===== src/hw/vdVecPkg.sv =====
`default_nettype none

package vdVecPkg;

  // Field widths
  localparam int coordW = 13;
  localparam int intW   = 3;
  localparam int vaddrW = 12;

  // Opcode sits in the top bits of the first word
  localparam int opW   = 3;
  localparam int opLsb = 13;

  // Intensity sits in the top bits of the second VCTR word
  localparam int intLsb = 13;

  // Opcodes
  localparam logic [opW-1:0] opVctr = 3'd0;
  localparam logic [opW-1:0] opAbs  = 3'd1;
  localparam logic [opW-1:0] opHalt = 3'd2;

  ////////////////////////////////////////////////////////////////////////////
  // Line record passed from generator through queue to rasterizer
  ////////////////////////////////////////////////////////////////////////////
  typedef struct packed {
    logic [coordW-1:0] startX;
    logic [coordW-1:0] startY;
    logic [coordW-1:0] endX;
    logic [coordW-1:0] endY;
    logic [intW-1:0]   intensity;
  } lineT;

endpackage

`default_nettype wire


===== src/hw/lineRaster.sv =====
`timescale 1ns/1ns
`default_nettype none

module lineRaster (
  input  wire                         clk,
  input  wire                         rst,
  input  vdVecPkg::lineT              headLine,
  input  wire                         empty,
  input  wire                         pixelReady,
  output logic                        pop,
  output logic                        pixelValid,
  output logic [vdVecPkg::coordW-1:0] pixelX,
  output logic [vdVecPkg::coordW-1:0] pixelY,
  output logic [vdVecPkg::intW-1:0]   pixelColor,
  output logic                        lineDone
);

  localparam int CW = vdVecPkg::coordW;
  // Room for 2*err over the full coordinate range
  localparam int EW = CW + 3;

  logic signed [CW:0]   diffX;
  logic signed [CW:0]   diffY;
  logic [CW:0]          absX;
  logic [CW:0]          absY;
  logic signed [EW-1:0] dx;
  logic signed [EW-1:0] dy;
  logic signed [EW-1:0] err;
  logic signed [EW-1:0] errNext;
  logic signed [EW:0]   err2;
  logic                 negX;
  logic                 negY;
  logic [CW-1:0]        endX;
  logic [CW-1:0]        endY;
  logic                 accept;
  logic                 atEnd;
  logic                 stepX;
  logic                 stepY;

  // Deltas of the line at the queue head
  assign diffX = signed'({1'b0, headLine.endX}) - signed'({1'b0, headLine.startX});
  assign diffY = signed'({1'b0, headLine.endY}) - signed'({1'b0, headLine.startY});
  assign absX  = diffX[CW] ? -diffX : diffX;
  assign absY  = diffY[CW] ? -diffY : diffY;

  // Idle whenever no pixel is on offer
  assign pop      = !pixelValid && !empty;
  assign accept   = pixelValid && pixelReady;
  assign atEnd    = (pixelX == endX) && (pixelY == endY);
  assign lineDone = accept && atEnd;

  ////////////////////////////////////////////////////////////////////////////
  // Combined-error step rule
  ////////////////////////////////////////////////////////////////////////////
  assign err2  = {err, 1'b0};
  assign stepX = err2 > -dy;
  assign stepY = err2 < dx;

  always_comb begin
    errNext = err;
    if (stepX) begin
      errNext = errNext - dy;
    end
    if (stepY) begin
      errNext = errNext + dx;
    end
  end

  always_ff @(posedge clk) begin
    if (rst) begin
      pixelValid <= 1'b0;
    end else if (pop) begin
      pixelValid <= 1'b1;
    end else if (lineDone) begin
      pixelValid <= 1'b0;
    end
  end

  // Position only moves on an accepted pixel
  always_ff @(posedge clk) begin
    if (pop) begin
      pixelX     <= headLine.startX;
      pixelY     <= headLine.startY;
      pixelColor <= headLine.intensity;
      endX       <= headLine.endX;
      endY       <= headLine.endY;
      negX       <= diffX[CW];
      negY       <= diffY[CW];
      dx         <= EW'(absX);
      dy         <= EW'(absY);
      err        <= EW'(absX) - EW'(absY);
    end else if (accept && !atEnd) begin
      if (stepX) begin
        pixelX <= negX ? pixelX - 1'b1 : pixelX + 1'b1;
      end
      if (stepY) begin
        pixelY <= negY ? pixelY - 1'b1 : pixelY + 1'b1;
      end
      err <= errNext;
    end
  end

endmodule

`default_nettype wire


===== config.mk =====
export PLATFORM = sky130hd
export DESIGN_NAME = lineRaster
export DESIGN_NICKNAME = d
export VERILOG_FILES = /design/src/hw/vdVecPkg.sv /design/src/hw/lineRaster.sv
export SDC_FILE = /design/constraint.sdc
export NUM_CORES = 1
export LEC_CHECK = 0
export BUFFER_PORTS_ARGS = -buffer_cell sky130_fd_sc_hd__buf_2
export CORE_ASPECT_RATIO = 0.6
export CORE_MARGIN = 1.5
export CORE_UTILIZATION = 56
export CTS_CLUSTER_SIZE = 16
export DETAILED_ROUTE_END_ITERATION = 16
export GPL_TIMING_DRIVEN = 0
export PLACE_DENSITY = 0.79
export SLEW_MARGIN = 20
export SYNTH_ARGS = -nofsm -noshare
export SYNTH_HDL_FRONTEND = slang
export SYNTH_SLANG_ARGS = --single-unit

===== constraint.sdc =====
create_clock -name clk -period 5.4 [get_ports clk]
set_input_delay 0.27 -clock clk [delete_from_list [all_inputs] [get_ports clk]]
set_output_delay 0.27 -clock clk [all_outputs]
set_load 0.005 [all_outputs]

== After elaboration in Yosys (flattened, before gate mapping) ==
Index checks and enable logic that the tools add are counted.

* Bitwise logic cells: 0
* Mux-type cells: 16
* Shift operators: 0
* Reduce and logical (&&, ||, !) cells: 14
* Equality and inequality tests: 2
* $lt $le $gt $ge: 2
* Multiply operators: 0
* Divide/modulo/power cells: 0
* Add/subtract/negate cells: 12

{| class="wikitable"
|+ Operators with widths
! kind !! count
|-
| two-way mux 13 bit || 8
|-
| two-way mux 16 bit || 4
|-
| two-way mux 14 bit || 2
|-
| negator 14 bit || 2
|-
| subtractor 13 x 13 -> 14 bit || 2
|-
| adder 13 x 1 -> 13 bit, second input constant || 2
|-
| equality test 13 bit || 2
|-
| subtractor 13 x 1 -> 13 bit, second input constant || 2
|-
| greater-than comparator 17 bit || 1
|-
| less-than comparator 17 x 15 -> 1 bit || 1
|-
| negator 14 -> 17 bit || 1
|-
| adder 16 x 15 -> 16 bit || 1
|-
| subtractor 16 x 15 -> 16 bit || 1
|-
| subtractor 14 x 14 -> 15 bit || 1
|-
| nonzero test 2 bit || 4
|-
| logical AND 1 bit || 5
|-
| AND reduction 2 bit || 2
|-
| logical NOT 1 bit || 3
|-
| two-way mux 1 bit || 2
|}

* Memories kept: 0
* Bits in read-only memories: 0
* Input port bits: 59
* Logic and storage cells: 57
* Latch bits: 0
* Bits in registers: 102
* Memory bits (writable): 0

== Logic depth before layout (Yosys ltp) ==
Gate-level depths: netlist of the first run.

* Word-level depth: 7
* Mapped depth: 26

== Worst setup path after synthesis of the first run ==
Ideal clock, no wire load.

* Kind: flip-flop to flip-flop
* From: reg dy[4]
* To: reg err[12] (data pin)
* Cell stages (with the launch flop): 26
* Data required time: 5.028 ns
* Data arrival time: 5.107 ns
* Setup time: 0.372 ns
* Buffers on the path: 2
* Path slack: -0.079 ns
* Path through: edfxtp_1 -> nor4_1 -> nand2_1 -> nor4_1 -> nand2_1 -> o41ai_1 -> o21ai_0 -> ha_1 -> nand4_1 -> nor4_1 -> a22oi_1 -> a31oi_1 -> buf_2 -> buf_2 -> nor2_1 -> a21oi_1 -> ha_1 -> nor2b_1 -> o31ai_1 -> a311oi_1 -> a31o_2 -> a21o_1 -> a21oi_1 -> xnor2_1 -> a21oi_1 -> a22oi_1

* Cells in the longest elaborated chain, start to end: 7
* Elaborated cells between the ends (all ways): 8
* Those cells by class: add/sub (3); order compare (1); mux (4)

{| class="wikitable"
|+ Ends and longest elaborated chain
! item !! RTL line !! RTL
|-
| start, declared || lineRaster.sv:27 || <nowiki>logic signed [EW-1:0] dy;</nowiki>
|-
| start signal, assigned || lineRaster.sv:90 || <nowiki>dy <= EW'(absY);</nowiki>
|-
| negator 14 -> 17 bit || lineRaster.sv:56 || <nowiki>assign stepX = err2 > -dy;</nowiki>
|-
| greater-than comparator 17 bit || lineRaster.sv:56 ||
|-
| two-way mux 16 bit * || lineRaster.sv:61 || <nowiki>if (stepX) begin</nowiki>
|-
| adder 16 x 15 -> 16 bit || lineRaster.sv:65 || <nowiki>errNext = errNext + dx;</nowiki>
|-
| two-way mux 16 bit * || lineRaster.sv:64 || <nowiki>if (stepY) begin</nowiki>
|-
| two-way mux 16 bit * || lineRaster.sv:92 || <nowiki>end else if (accept && !atEnd) begin</nowiki>
|-
| two-way mux 16 bit * || lineRaster.sv:81 || <nowiki>if (pop) begin</nowiki>
|-
| end signal, assigned || lineRaster.sv:91 || <nowiki>err <= EW'(absX) - EW'(absY);</nowiki>
|-
| end signal, assigned || lineRaster.sv:99 || <nowiki>err <= errNext;</nowiki>
|-
| end, declared || lineRaster.sv:28 || <nowiki>logic signed [EW-1:0] err;</nowiki>
|}

Mark *: on every way between the ends. The rest lies on a longest branch, timed or not. The select of a mux whose other input is x is not followed.
A chain may end at the register's enable or synchronous reset.

== Worst setup path after layout of the first run ==
* From: reg dy[2]
* To: reg err[12] (data pin)

Same word-level chain as after synthesis.

==> impl_metrics.csv, run 1 <==
group,metric,value,unit
place,dpl.hpwl,20890,um
floorplanning,die_w,172.9,um
hold_path,hold_class,"in2reg",
setup_path,slowest_stage,"edfxtp_1",
timing,clock.fmax,0.1795,GHz
global_routing,grt_pass1_vias,8145,
floorplanning,core_area,17040,um^2
synthesis,yosysUniqueCellTypes,72,
synthesis,yosysWarnings,0,
outcome,status,"finished with violations",
synthesis,yosys.area.top_type,"edfxtp_1",
power_and_ir_drop,p_int,3590,uW
clock_tree,clock_latency,0.35,ns
power_and_ir_drop,leakagePower,0.004849,uW
finish,antenna_cells,0,
synthesis,ys_seq_area_share,31.48,%
synthesis,synth_top_family_by_area,"adder cells",
timing,slew_headroom,38.49,%
synthesis,ys_ff_latch,102,
power_and_ir_drop,comb_power_share,70.3,%
setup_path,cp.arrival,5.76,ns
synthesis,yosys.area_share.simple,15.10,%
global_routing,grt_pass1_wl,43190,um
timing,min_period_over_period,103.1,%
place,placed_area,10500,um^2
setup_path,crit_path_end_kind,"flop",
synthesis,yosysMostFrequentCell,"ha_1",
power_and_ir_drop,clock_power_share,9.4,%
flow_run,cap_viol_max_count,0,
setup_path,critPathMaxFanout,5,
finish,layout-drive-gt1-share,17.49,%
finish,final_nets,1380,
finish,areaGrowthSynthToFinish,16.61,%
setup_path,critPathBufInv,4,
drt,drc,0,
clock_tree,cts_root_buf,"clkbuf_16",
setup_path,required,5.59,ns
global_routing,track_usage,30.12,%
power_and_ir_drop,switching_share,45.60,%
floorplanning,die_h,104.9,um
drt,antenna_left,0,
synthesis,synth-xor-area-share,12.54,%
outcome,violations,"negative setup slack",
timing,maxSlewViolCount,0,
floorplanning,start_util,56.92,%
power_and_ir_drop,power_density,583.6,nW/um^2
synthesis,synthAdderAreaFrac,17.45,%
global_routing,grt-ovfl-total,0,
clock_tree,path_clk_slew,0.08,ns
global_routing,grt_max_degree,49,
drt,via_per_inst,6.048,
drt,post_drt_wl_per_cell,19.03,um
synthesis,ys_async_sr_fraction,0,%
timing,setup_viol,5,
power_and_ir_drop,power.total,6599,uW
synthesis,synthFlopType,"edfxtp_1",
synthesis,yosys-top-cells-area,"edfxtp_1 31%, ha_1 16%, xnor2_1 8.2%",
place,port_buffers,90,
synthesis,synth_common_cells,"124 x ha_1, 101 x edfxtp_1, 98 x inv_1",
drt,routed_wl,27200,um
clock_tree,htree_levels,3,
synthesis,synth_compound_area_share,17.32,%
synthesis,synth_top_area_share,31.28,%
floorplanning,num_rows,37,
timing,rsz0062_at_grt,"true",
setup_path,max_stage_delay,0.45,ns
place,gp_congestion,0.9791,
clock_tree,cts_tree,"built",
timing,fin_worst_skew,0.01376,ns
drt,drt-initial-drc-count,884,
synthesis,syn-cell-area,9697,um^2
timing,finalCriticalPeriod,5.570,ns
drt,vias,8642,
synthesis,syn_nets,1250,
power_and_ir_drop,share_seq_of_total_power,20.4,%
synthesis,avgSynthCellArea,9.148,um^2
setup_path,cpMostUsedCell,"nor4_4",
clock_tree,holdBufCountCts,0,
drt,first_pass_iters,6,
timing,worst_slack,-0.1699,ns
timing,hold_violations,0,
synthesis,synth_edf_count,101,
finish,nFillCells,1401,
timing,tightest_slew,0.9102,ns
setup_path,start_kind,"flop",
floorplanning,fp.dieArea,18140,um^2
global_routing,antenna_found_initial,0,
power_and_ir_drop,p_sw,3009,uW
power_and_ir_drop,peakVddDrop,0.4855,mV
clock_tree,cts.path.max_buffers,2,
setup_path,worst-setup-path-type,"reg2reg",
floorplanning,boundaryPins,91,
synthesis,synth_mux_area_share,1.561,%
setup_path,critPathTopFamily,"compound AO/OA/AOI/OAI gates",
synthesis,synth_cells,1060,
clock_tree,cts_inserted_buffers,9,
clock_tree,cts_sinks,102,
finish,design_area,11310,um^2
## registers in the layout (all words and copies together), names as in the netlist
register and count:
dx 14, pixelX 13, err 16, negY 1, endY 13, negX 1, pixelColor 3, endX 13
dy 14, pixelY 13, pixelValid 1
## cells in the final DEF, fill, tap and decap left out, types with 5 or more instances in the layout
cell type	synthesis	layout
clkbuf_1	11	12
a21oi_1	84	80
nor4_1	10	7
o31ai_1	10	8
a211oi_1	9	8
nand3_1	23	23
o21ai_1	5	9
edfxtp_1	101	101
nand2_1	60	58
o21a_1	10	10
clkbuf_16	0	9
ha_1	124	117
nand4_1	12	12
or2_2	8	8
buf_2	2	90
nor3_1	29	29
a31oi_1	10	9
inv_1	98	96
nor2_1	97	94
buf_4	1	24
ha_4	0	6
or3_1	15	15
nor2b_1	16	15
nand2b_1	11	11
mux2_2	9	8
o211ai_1	6	6
and3_1	8	8
xor2_1	46	45
o21ai_0	48	41
xnor2_1	91	90
fa_1	7	6
o21bai_1	8	8
a21boi_0	6	5
a21o_1	18	18
## power groups by stage
stage	logic [uW]	clock network (uW)	registers (uW)
finish	4640	619	1340
global route	5090	646	1370
CTS	4190	620	1330
detailed placement	3810	0	1350
global placement	3670	0	1350
floorplan	2940	0	1290
## metrics by stage
step           setup WS, ns  hold WS (ns)  cells  setup TNS [ns]  util (%)
4_1_cts             -0.2374       0.08649   1420         -0.7206     65.11
3_5_place_dp         -1.277        0.4394   1386          -9.030     61.65
5_1_grt             -0.4457       0.08531   1429          -2.360     66.37
6_report            -0.1699       0.08073   1429         -0.5548     66.37
3_3_place_gp         -1.223        0.4365   1384          -10.94     61.35
2_1_floorplan       0.08249        0.3493   1060               0         -
## worst paths after layout
check	startpoint	endpoint	slack [ns]	cells after the start
worst max register to register	dy[2]	err[12]	-0.17	27
worst min-delay path	rst	pixelValid	0.08	2
worst min register to register	pixelValid	pixelValid	0.55	2
worst max-delay path	dy[2]	err[12]	-0.17	27
## cell type report
| cell class | instances | area [um^2] | area share [%] |
|---|---|---|---|
| multi-input combinational | 842 | 6502 | 57.51 |
| sequential | 102 | 3053 | 27.00 |
| clock buffer | 11 | 232.7 | 2.058 |
| clock inverter | 5 | 35.03 | 0.3098 |
| tap | 234 | 292.8 | 2.589 |
| buffer | 16 | 91.34 | 0.8078 |
| timing repair buffer | 119 | 724.4 | 6.407 |
| inverter | 100 | 375.4 | 3.320 |
## metal layers
metal  up-vias  share of wire [%]  global-route usage, %
met4         0                1.3                  4.534
met3        39                9.2                  4.549
li1       4115                  -                      -
met5         -                  0                      0
met1      4062                 48                  46.74
met2       426                 41                  44.73
## worst register-to-register path, cell delays in order (launching register included)
cell and delay [ns]:
edfxtp_1 0.45, nor4_4 0.34, nand2_2 0.13, nor4_4 0.22, nand2_2 0.12, o41ai_2 0.19, o21ai_1 0.11, ha_1 0.30
nand4_1 0.20, nor4_4 0.29, buf_4 0.15, a22oi_2 0.07, a31oi_4 0.27, buf_6 0.20, buf_12 0.13, buf_6 0.10
nor2_2 0.03, a21oi_2 0.18, ha_4 0.24, nor2b_4 0.14, o31ai_4 0.26, a311oi_2 0.19, a31o_2 0.31, a21o_1 0.18
a21oi_2 0.17, xnor2_1 0.16, a21oi_1 0.09, a22oi_1 0.20
## logic make-up after synthesis
| kind of cell | Yosys count |
|---|---|
| multiplexers | 14 |
| XOR/XNOR | 138 |
| buffers and inverters | 116 |
| adder cells (fa/ha/maj) | 131 |
| AND/OR/NAND/NOR | 302 |
| AO/OA/AOI/OAI | 257 |
| flip-flops | 102 |
## what timing repair did
item	CTS	global route
endpoints found under the setup margin	14	11
gates cloned	1	0
pin swaps	24	10
resized for setup	41	23
setup buffers	17	10
No activity file was read; power rests on OpenSTA's default activity.
==> run 2, diff against run 1 <==
ABC_CLOCK_PERIOD_IN_PS = 5400   (was default)
REMOVE_ABC_BUFFERS = 1   (was default)
==> impl_metrics.csv, run 2 (synthesis results as in run 1) <==
group,metric,value,unit
clock_tree,cts_inserted_buffers,9,
finish,seq_area,3053,um^2
finish,final_nets,1373,
drt,routed_wl,27100,um
setup_path,r2r_setup_slack,-0.07,ns
place,dpl.hpwl,20010,um
floorplanning,core_area,17040,um^2
power_and_ir_drop,switching_share,44.75,%
drt,post_drt_wl_per_cell,19.06,um
place,gp_congestion,0.9279,
timing,tightest_slew,0.9181,ns
power_and_ir_drop,p_int,3791,uW
global_routing,antenna_found_initial,0,
place,placed_area,10450,um^2
timing,worst_slack,-0.07080,ns
finish,areaGrowthSynthToFinish,17.92,%
setup_path,worst-setup-path-type,"reg2reg",
global_routing,use_met1,44.74,%
timing,clock.fmax,0.1828,GHz
timing,worst_hold_slack,0.07805,ns
power_and_ir_drop,power_density,599.9,nW/um^2
timing,maxSlewViolCount,0,
global_routing,grt_util_met2,43.66,%
finish,nFillCells,1316,
global_routing,track_usage,29.70,%
flow_run,cap_viol_max_count,0,
floorplanning,num_rows,37,
setup_path,r2r_cells,27,
finish,top_regs,"err x16, dx x14, dy x14",
timing,hold_violations,0,
finish,multi_input_area,6594,um^2
setup_path,crit_path_end_kind,"flop",
global_routing,use_met3,7.169,%
setup_path,crit_end,"err[12]",
drt,antenna_left,0,
drt,first_pass_iters,6,
finish,design_area,11430,um^2
drt,drc,0,
timing,min_period_over_period,101.3,%
clock_tree,holdBufCountCts,0,
drt,via_per_inst,6.039,
clock_tree,cts_root_buf,"clkbuf_16",
timing,fin_worst_skew,0.01664,ns
global_routing,grt-ovfl-total,0,
setup_path,timing.rr.end,"err[12]",
timing,finalCriticalPeriod,5.471,ns
timing,setup_viol,3,
power_and_ir_drop,comb_power_share,69.6,%
outcome,violations,"negative setup slack",
clock_tree,cts.path.max_buffers,2,
timing,slew_headroom,37.82,%
drt,vias,8588,
setup_path,start_kind,"flop",
clock_tree,cts_sinks,102,
hold_path,hold_class,"in2reg",
finish,antenna_cells,0,
power_and_ir_drop,share_seq_of_total_power,19.7,%
setup_path,required,5.49,ns
floorplanning,fp.dieArea,18140,um^2
global_routing,grt_pass1_wl,42510,um
global_routing,busiest_layer,"met1",
clock_tree,clock_latency,0.36,ns
power_and_ir_drop,leakagePower,0.004878,uW
setup_path,worstSetupStartpoint,"dy[5]",
finish,regMostFlops,"err",
floorplanning,die_h,104.9,um
timing,rsz0062_at_grt,"true",
floorplanning,die_w,172.9,um
finish,final_common_cell,"ha_1",
setup_path,critPathMaxFanout,6,
drt,drt-initial-drc-count,907,
power_and_ir_drop,peakVddDrop,0.3456,mV
global_routing,grt_pass1_vias,8117,
finish,largest_reg_flops,16,
power_and_ir_drop,clock_power_share,10.6,%
place,port_buffers,90,
finish,layout-drive-gt1-share,19.02,%
clock_tree,path_clk_slew,0.08,ns
power_and_ir_drop,p_sw,3070,uW
floorplanning,start_util,56.92,%
finish,mostFrequentLayoutCells,"117 x ha_1, 101 x edfxtp_1, 95 x nor2_1",
outcome,status,"finished with violations",
global_routing,grt_max_degree,69,
clock_tree,htree_levels,3,
setup_path,cp.arrival,5.56,ns
place,dp_slack,-1.390,ns
clock_tree,cts_tree,"built",
setup_path,reg2reg_from,"dy[5]",
floorplanning,boundaryPins,91,
-- run 2: cell count changes in the layout (fill, tap and decap cells not counted), moves of 3 or more --
cell      change
clkbuf_1     -12
a21oi_2       +3
nor2_2        -3
buf_4         +4
-- run 2: repair_timing --
action	CTS	global route
cloned	1	0
pin swaps	15	34
endpoints found under the setup margin	15	9
gates resized for setup	35	39
buffers inserted	14	23
-- run 2: cell type report --
class	count	share of cell area (%)
tap	234	2.560
inverter	100	3.337
multi-input combinational	843	57.67
timing repair buffer	127	6.926
clock buffer	9	1.970
sequential	102	26.70
clock inverter	7	0.8425
-- run 2: stage by stage --
stage	setup TNS, ns	instances	util, %	power [uW]
2_1_floorplan	-3.585	1044	-	4216
3_3_place_gp	-51.91	1368	60.89	4967
3_5_place_dp	-11.84	1371	61.35	5131
4_1_cts	-0.2098	1402	65.11	6173
5_1_grt	-1.468	1422	67.12	7359
6_report	-0.1401	1422	67.12	6860
-- run 2: layer usage --
layer	vias up	share of wire (%)
li1	4096	-
met1	4034	46
met2	423	41
met3	35	11
met4	0	1.3
met5	-	0
-- run 2: worst max-delay path, cell delays in order (launching register included) --
cell and delay [ns]:
edfxtp_1 0.47, nor4_4 0.35, nand2_2 0.13, nor4_4 0.19
nand2_2 0.14, o41ai_2 0.20, o21ai_1 0.12, ha_1 0.28
nand4_1 0.21, buf_4 0.23, nor2_4 0.10, a22oi_2 0.10
a31oi_4 0.23, buf_12 0.17, nor2_4 0.04, a21oi_2 0.14
ha_2 0.20, inv_2 0.04, fa_2 0.41, nor2b_4 0.17
o31ai_4 0.11, a311oi_4 0.30, a31o_2 0.27, a21o_1 0.15
a21oi_2 0.06, xnor2_1 0.12, a21oi_1 0.14, a22oi_1 0.11
-- run 2: power groups by stage --
stage | Clock (uW) | Combinational, uW | Sequential, uW
5_1_grt | 752 | 5230 | 1370
2_1_floorplan | 0 | 2920 | 1300
3_3_place_gp | 0 | 3610 | 1350
3_5_place_dp | 0 | 3780 | 1350
6_report | 730 | 4780 | 1350
4_1_cts | 722 | 4110 | 1340
-- run 2: how the worst min path moves through the flow --
stage          from          to  slack [ns]  depth (start not counted)
5_1_grt         rst  pixelValid        0.09                          2
6_report        rst  pixelValid        0.08                          2
4_1_cts         rst  pixelValid        0.08                          2
3_3_place_gp    rst  pixelValid        0.44                          2
2_1_floorplan   rst  pixelValid        0.35                          1
3_5_place_dp    rst  pixelValid        0.44                          2
==> run 3, diff against run 2 <==
SKIP_LAST_GASP = 1   (was default)
==> impl_metrics.csv, run 3 (synthesis results as in run 1) <==
group,metric,value,unit
outcome,status,"finished with violations",
outcome,violations,"negative setup slack",
finish,fin_cells,1422,
clock_tree,path_clk_slew,0.08,ns
clock_tree,htree_levels,3,
finish,areaGrowthSynthToFinish,17.82,%
finish,nFillCells,1322,
drt,drc,0,
clock_tree,cts_root_buf,"clkbuf_16",
drt,wl_met3,3049,um
timing,tightest_slew,0.9814,ns
power_and_ir_drop,clock_power_share,10.7,%
place,dpl.hpwl,20010,um
finish,multi_input_area,6584,um^2
finish,mostFrequentLayoutCells,"117 x ha_1, 101 x edfxtp_1, 95 x nor2_1",
timing,clock.fmax,0.1817,GHz
flow_run,cap_viol_max_count,0,
drt,drt-initial-drc-count,901,
floorplanning,die_h,104.9,um
global_routing,grt_pass1_wl,42510,um
power_and_ir_drop,leakagePower,0.004872,uW
finish,seq_area,3053,um^2
setup_path,start_kind,"flop",
finish,regMostFlops,"err",
global_routing,grt_pass1_vias,8117,
floorplanning,fp.dieArea,18140,um^2
finish,final_nets,1373,
place,dp.cells,1371,
clock_tree,cts.path.max_buffers,2,
floorplanning,boundaryPins,91,
drt,m1WireLength,12480,um
power_and_ir_drop,share_seq_of_total_power,19.7,%
drt,vias,8606,
global_routing,track_usage,29.70,%
floorplanning,die_w,172.9,um
drt,wl_met2,11280,um
clock_tree,cts_inserted_buffers,9,
timing,setup_viol,5,
place,port_buffers,90,
setup_path,worst-setup-path-type,"reg2reg",
hold_path,hold_class,"in2reg",
timing,min_period_over_period,101.9,%
finish,largest_reg_flops,16,
drt,highest_layer,"met4",
drt,antenna_left,0,
timing,fin_worst_skew,0.01727,ns
global_routing,antenna_found_initial,0,
drt,first_pass_iters,7,
timing,worst_slack,-0.1046,ns
timing,worst_hold_slack,0.08077,ns
power_and_ir_drop,p_int,3780,uW
floorplanning,core_area,17040,um^2
floorplanning,num_rows,37,
timing,maxSlewViolCount,0,
drt,routed_wl,27140,um
setup_path,crit_path_end_kind,"flop",
power_and_ir_drop,comb_power_share,69.6,%
drt,post_drt_wl_per_cell,19.09,um
setup_path,critPathMaxFanout,6,
floorplanning,start_util,56.92,%
timing,slew_headroom,33.54,%
setup_path,cp.arrival,5.58,ns
global_routing,grt_max_degree,69,
timing,finalCriticalPeriod,5.505,ns
timing,hold_violations,0,
place,gp_congestion,0.9279,
finish,layout-drive-gt1-share,18.86,%
clock_tree,cts_sinks,102,
power_and_ir_drop,peakVddDrop,0.3465,mV
setup_path,required,5.48,ns
clock_tree,cts_tree,"built",
finish,antenna_cells,0,
clock_tree,clock_latency,0.36,ns
power_and_ir_drop,power_density,599.1,nW/um^2
power_and_ir_drop,p_sw,3064,uW
drt,via_per_inst,6.052,
timing,rsz0062_at_grt,"true",
finish,final_common_cell,"ha_1",
power_and_ir_drop,switching_share,44.77,%
global_routing,grt-ovfl-total,0,
finish,top_regs,"err x16, dx x14, dy x14",
run 3: area by class of cell:
type                            instances  share of cell area, %
Clock buffer                            9                  1.971
Clock inverter                          7                 0.8433
Inverter                              100                  3.340
Multi-Input combinational cell        843                  57.63
Sequential cell                       102                  26.72
Tap cell                              234                  2.563
Timing Repair Buffer                  127                  6.932
run 3: stage by stage:
step	util (%)	setup slack, ns	power (uW)	area [um^2]	setup TNS (ns)
2_1_floorplan	-	-0.7059	4216	9630	-3.585
3_3_place_gp	60.89	-2.484	4967	10370	-51.91
3_5_place_dp	61.35	-1.390	5131	10450	-11.84
4_1_cts	65.09	-0.09773	6171	11090	-0.2170
5_1_grt	67.06	-0.3404	7340	11420	-1.450
6_report	67.06	-0.1046	6845	11420	-0.3052
run 3: worst paths after layout:
path | startpoint | end | slack [ns] | depth (start not counted)
setup / recovery | dy[1] | err[10] | -0.10 | 24
hold reg to reg | pixelValid | pixelValid | 0.57 | 2
hold / removal | rst | pixelValid | 0.08 | 2
setup reg to reg | dy[1] | err[10] | -0.10 | 24
run 3: power groups by stage:
stage	sequential, uW	clock [uW]	combinational (uW)
2_1_floorplan	1300	0	2920
3_3_place_gp	1350	0	3610
3_5_place_dp	1350	0	3780
4_1_cts	1340	722	4110
5_1_grt	1380	752	5210
6_report	1350	730	4760
run 3: metal layers:
metal	vias up	track usage, %
li1	4087	-
met1	4049	44.74
met2	434	43.66
met3	36	7.169
met4	0	4.410
met5	-	0
run 3: what timing repair did:
item,4_1_cts,5_1_grt
hold buffers,0,0
cloned,1,0
setup endpoints to repair,15,9
resized for setup,34,37
pin swaps,15,33
buffers inserted,14,23
run 3: worst max-delay path: stages (launching register included):
cell	delay, ns
edfxtp_1	0.43
inv_1	0.18
ha_1	0.29
nand3_1	0.13
xnor2_1	0.16
ha_1	0.31
nand2_1	0.07
nor4bb_1	0.80
a22o_2	0.35
a31oi_4	0.05
buf_12	0.17
buf_6	0.12
nor2_1	0.11
a21oi_2	0.05
ha_1	0.33
nor2b_4	0.15
o31ai_4	0.31
a311oi_4	0.17
a31o_2	0.32
buf_4	0.14
buf_6	0.11
buf_6	0.10
xor2_1	0.13
mux2i_1	0.14
a21oi_1	0.08
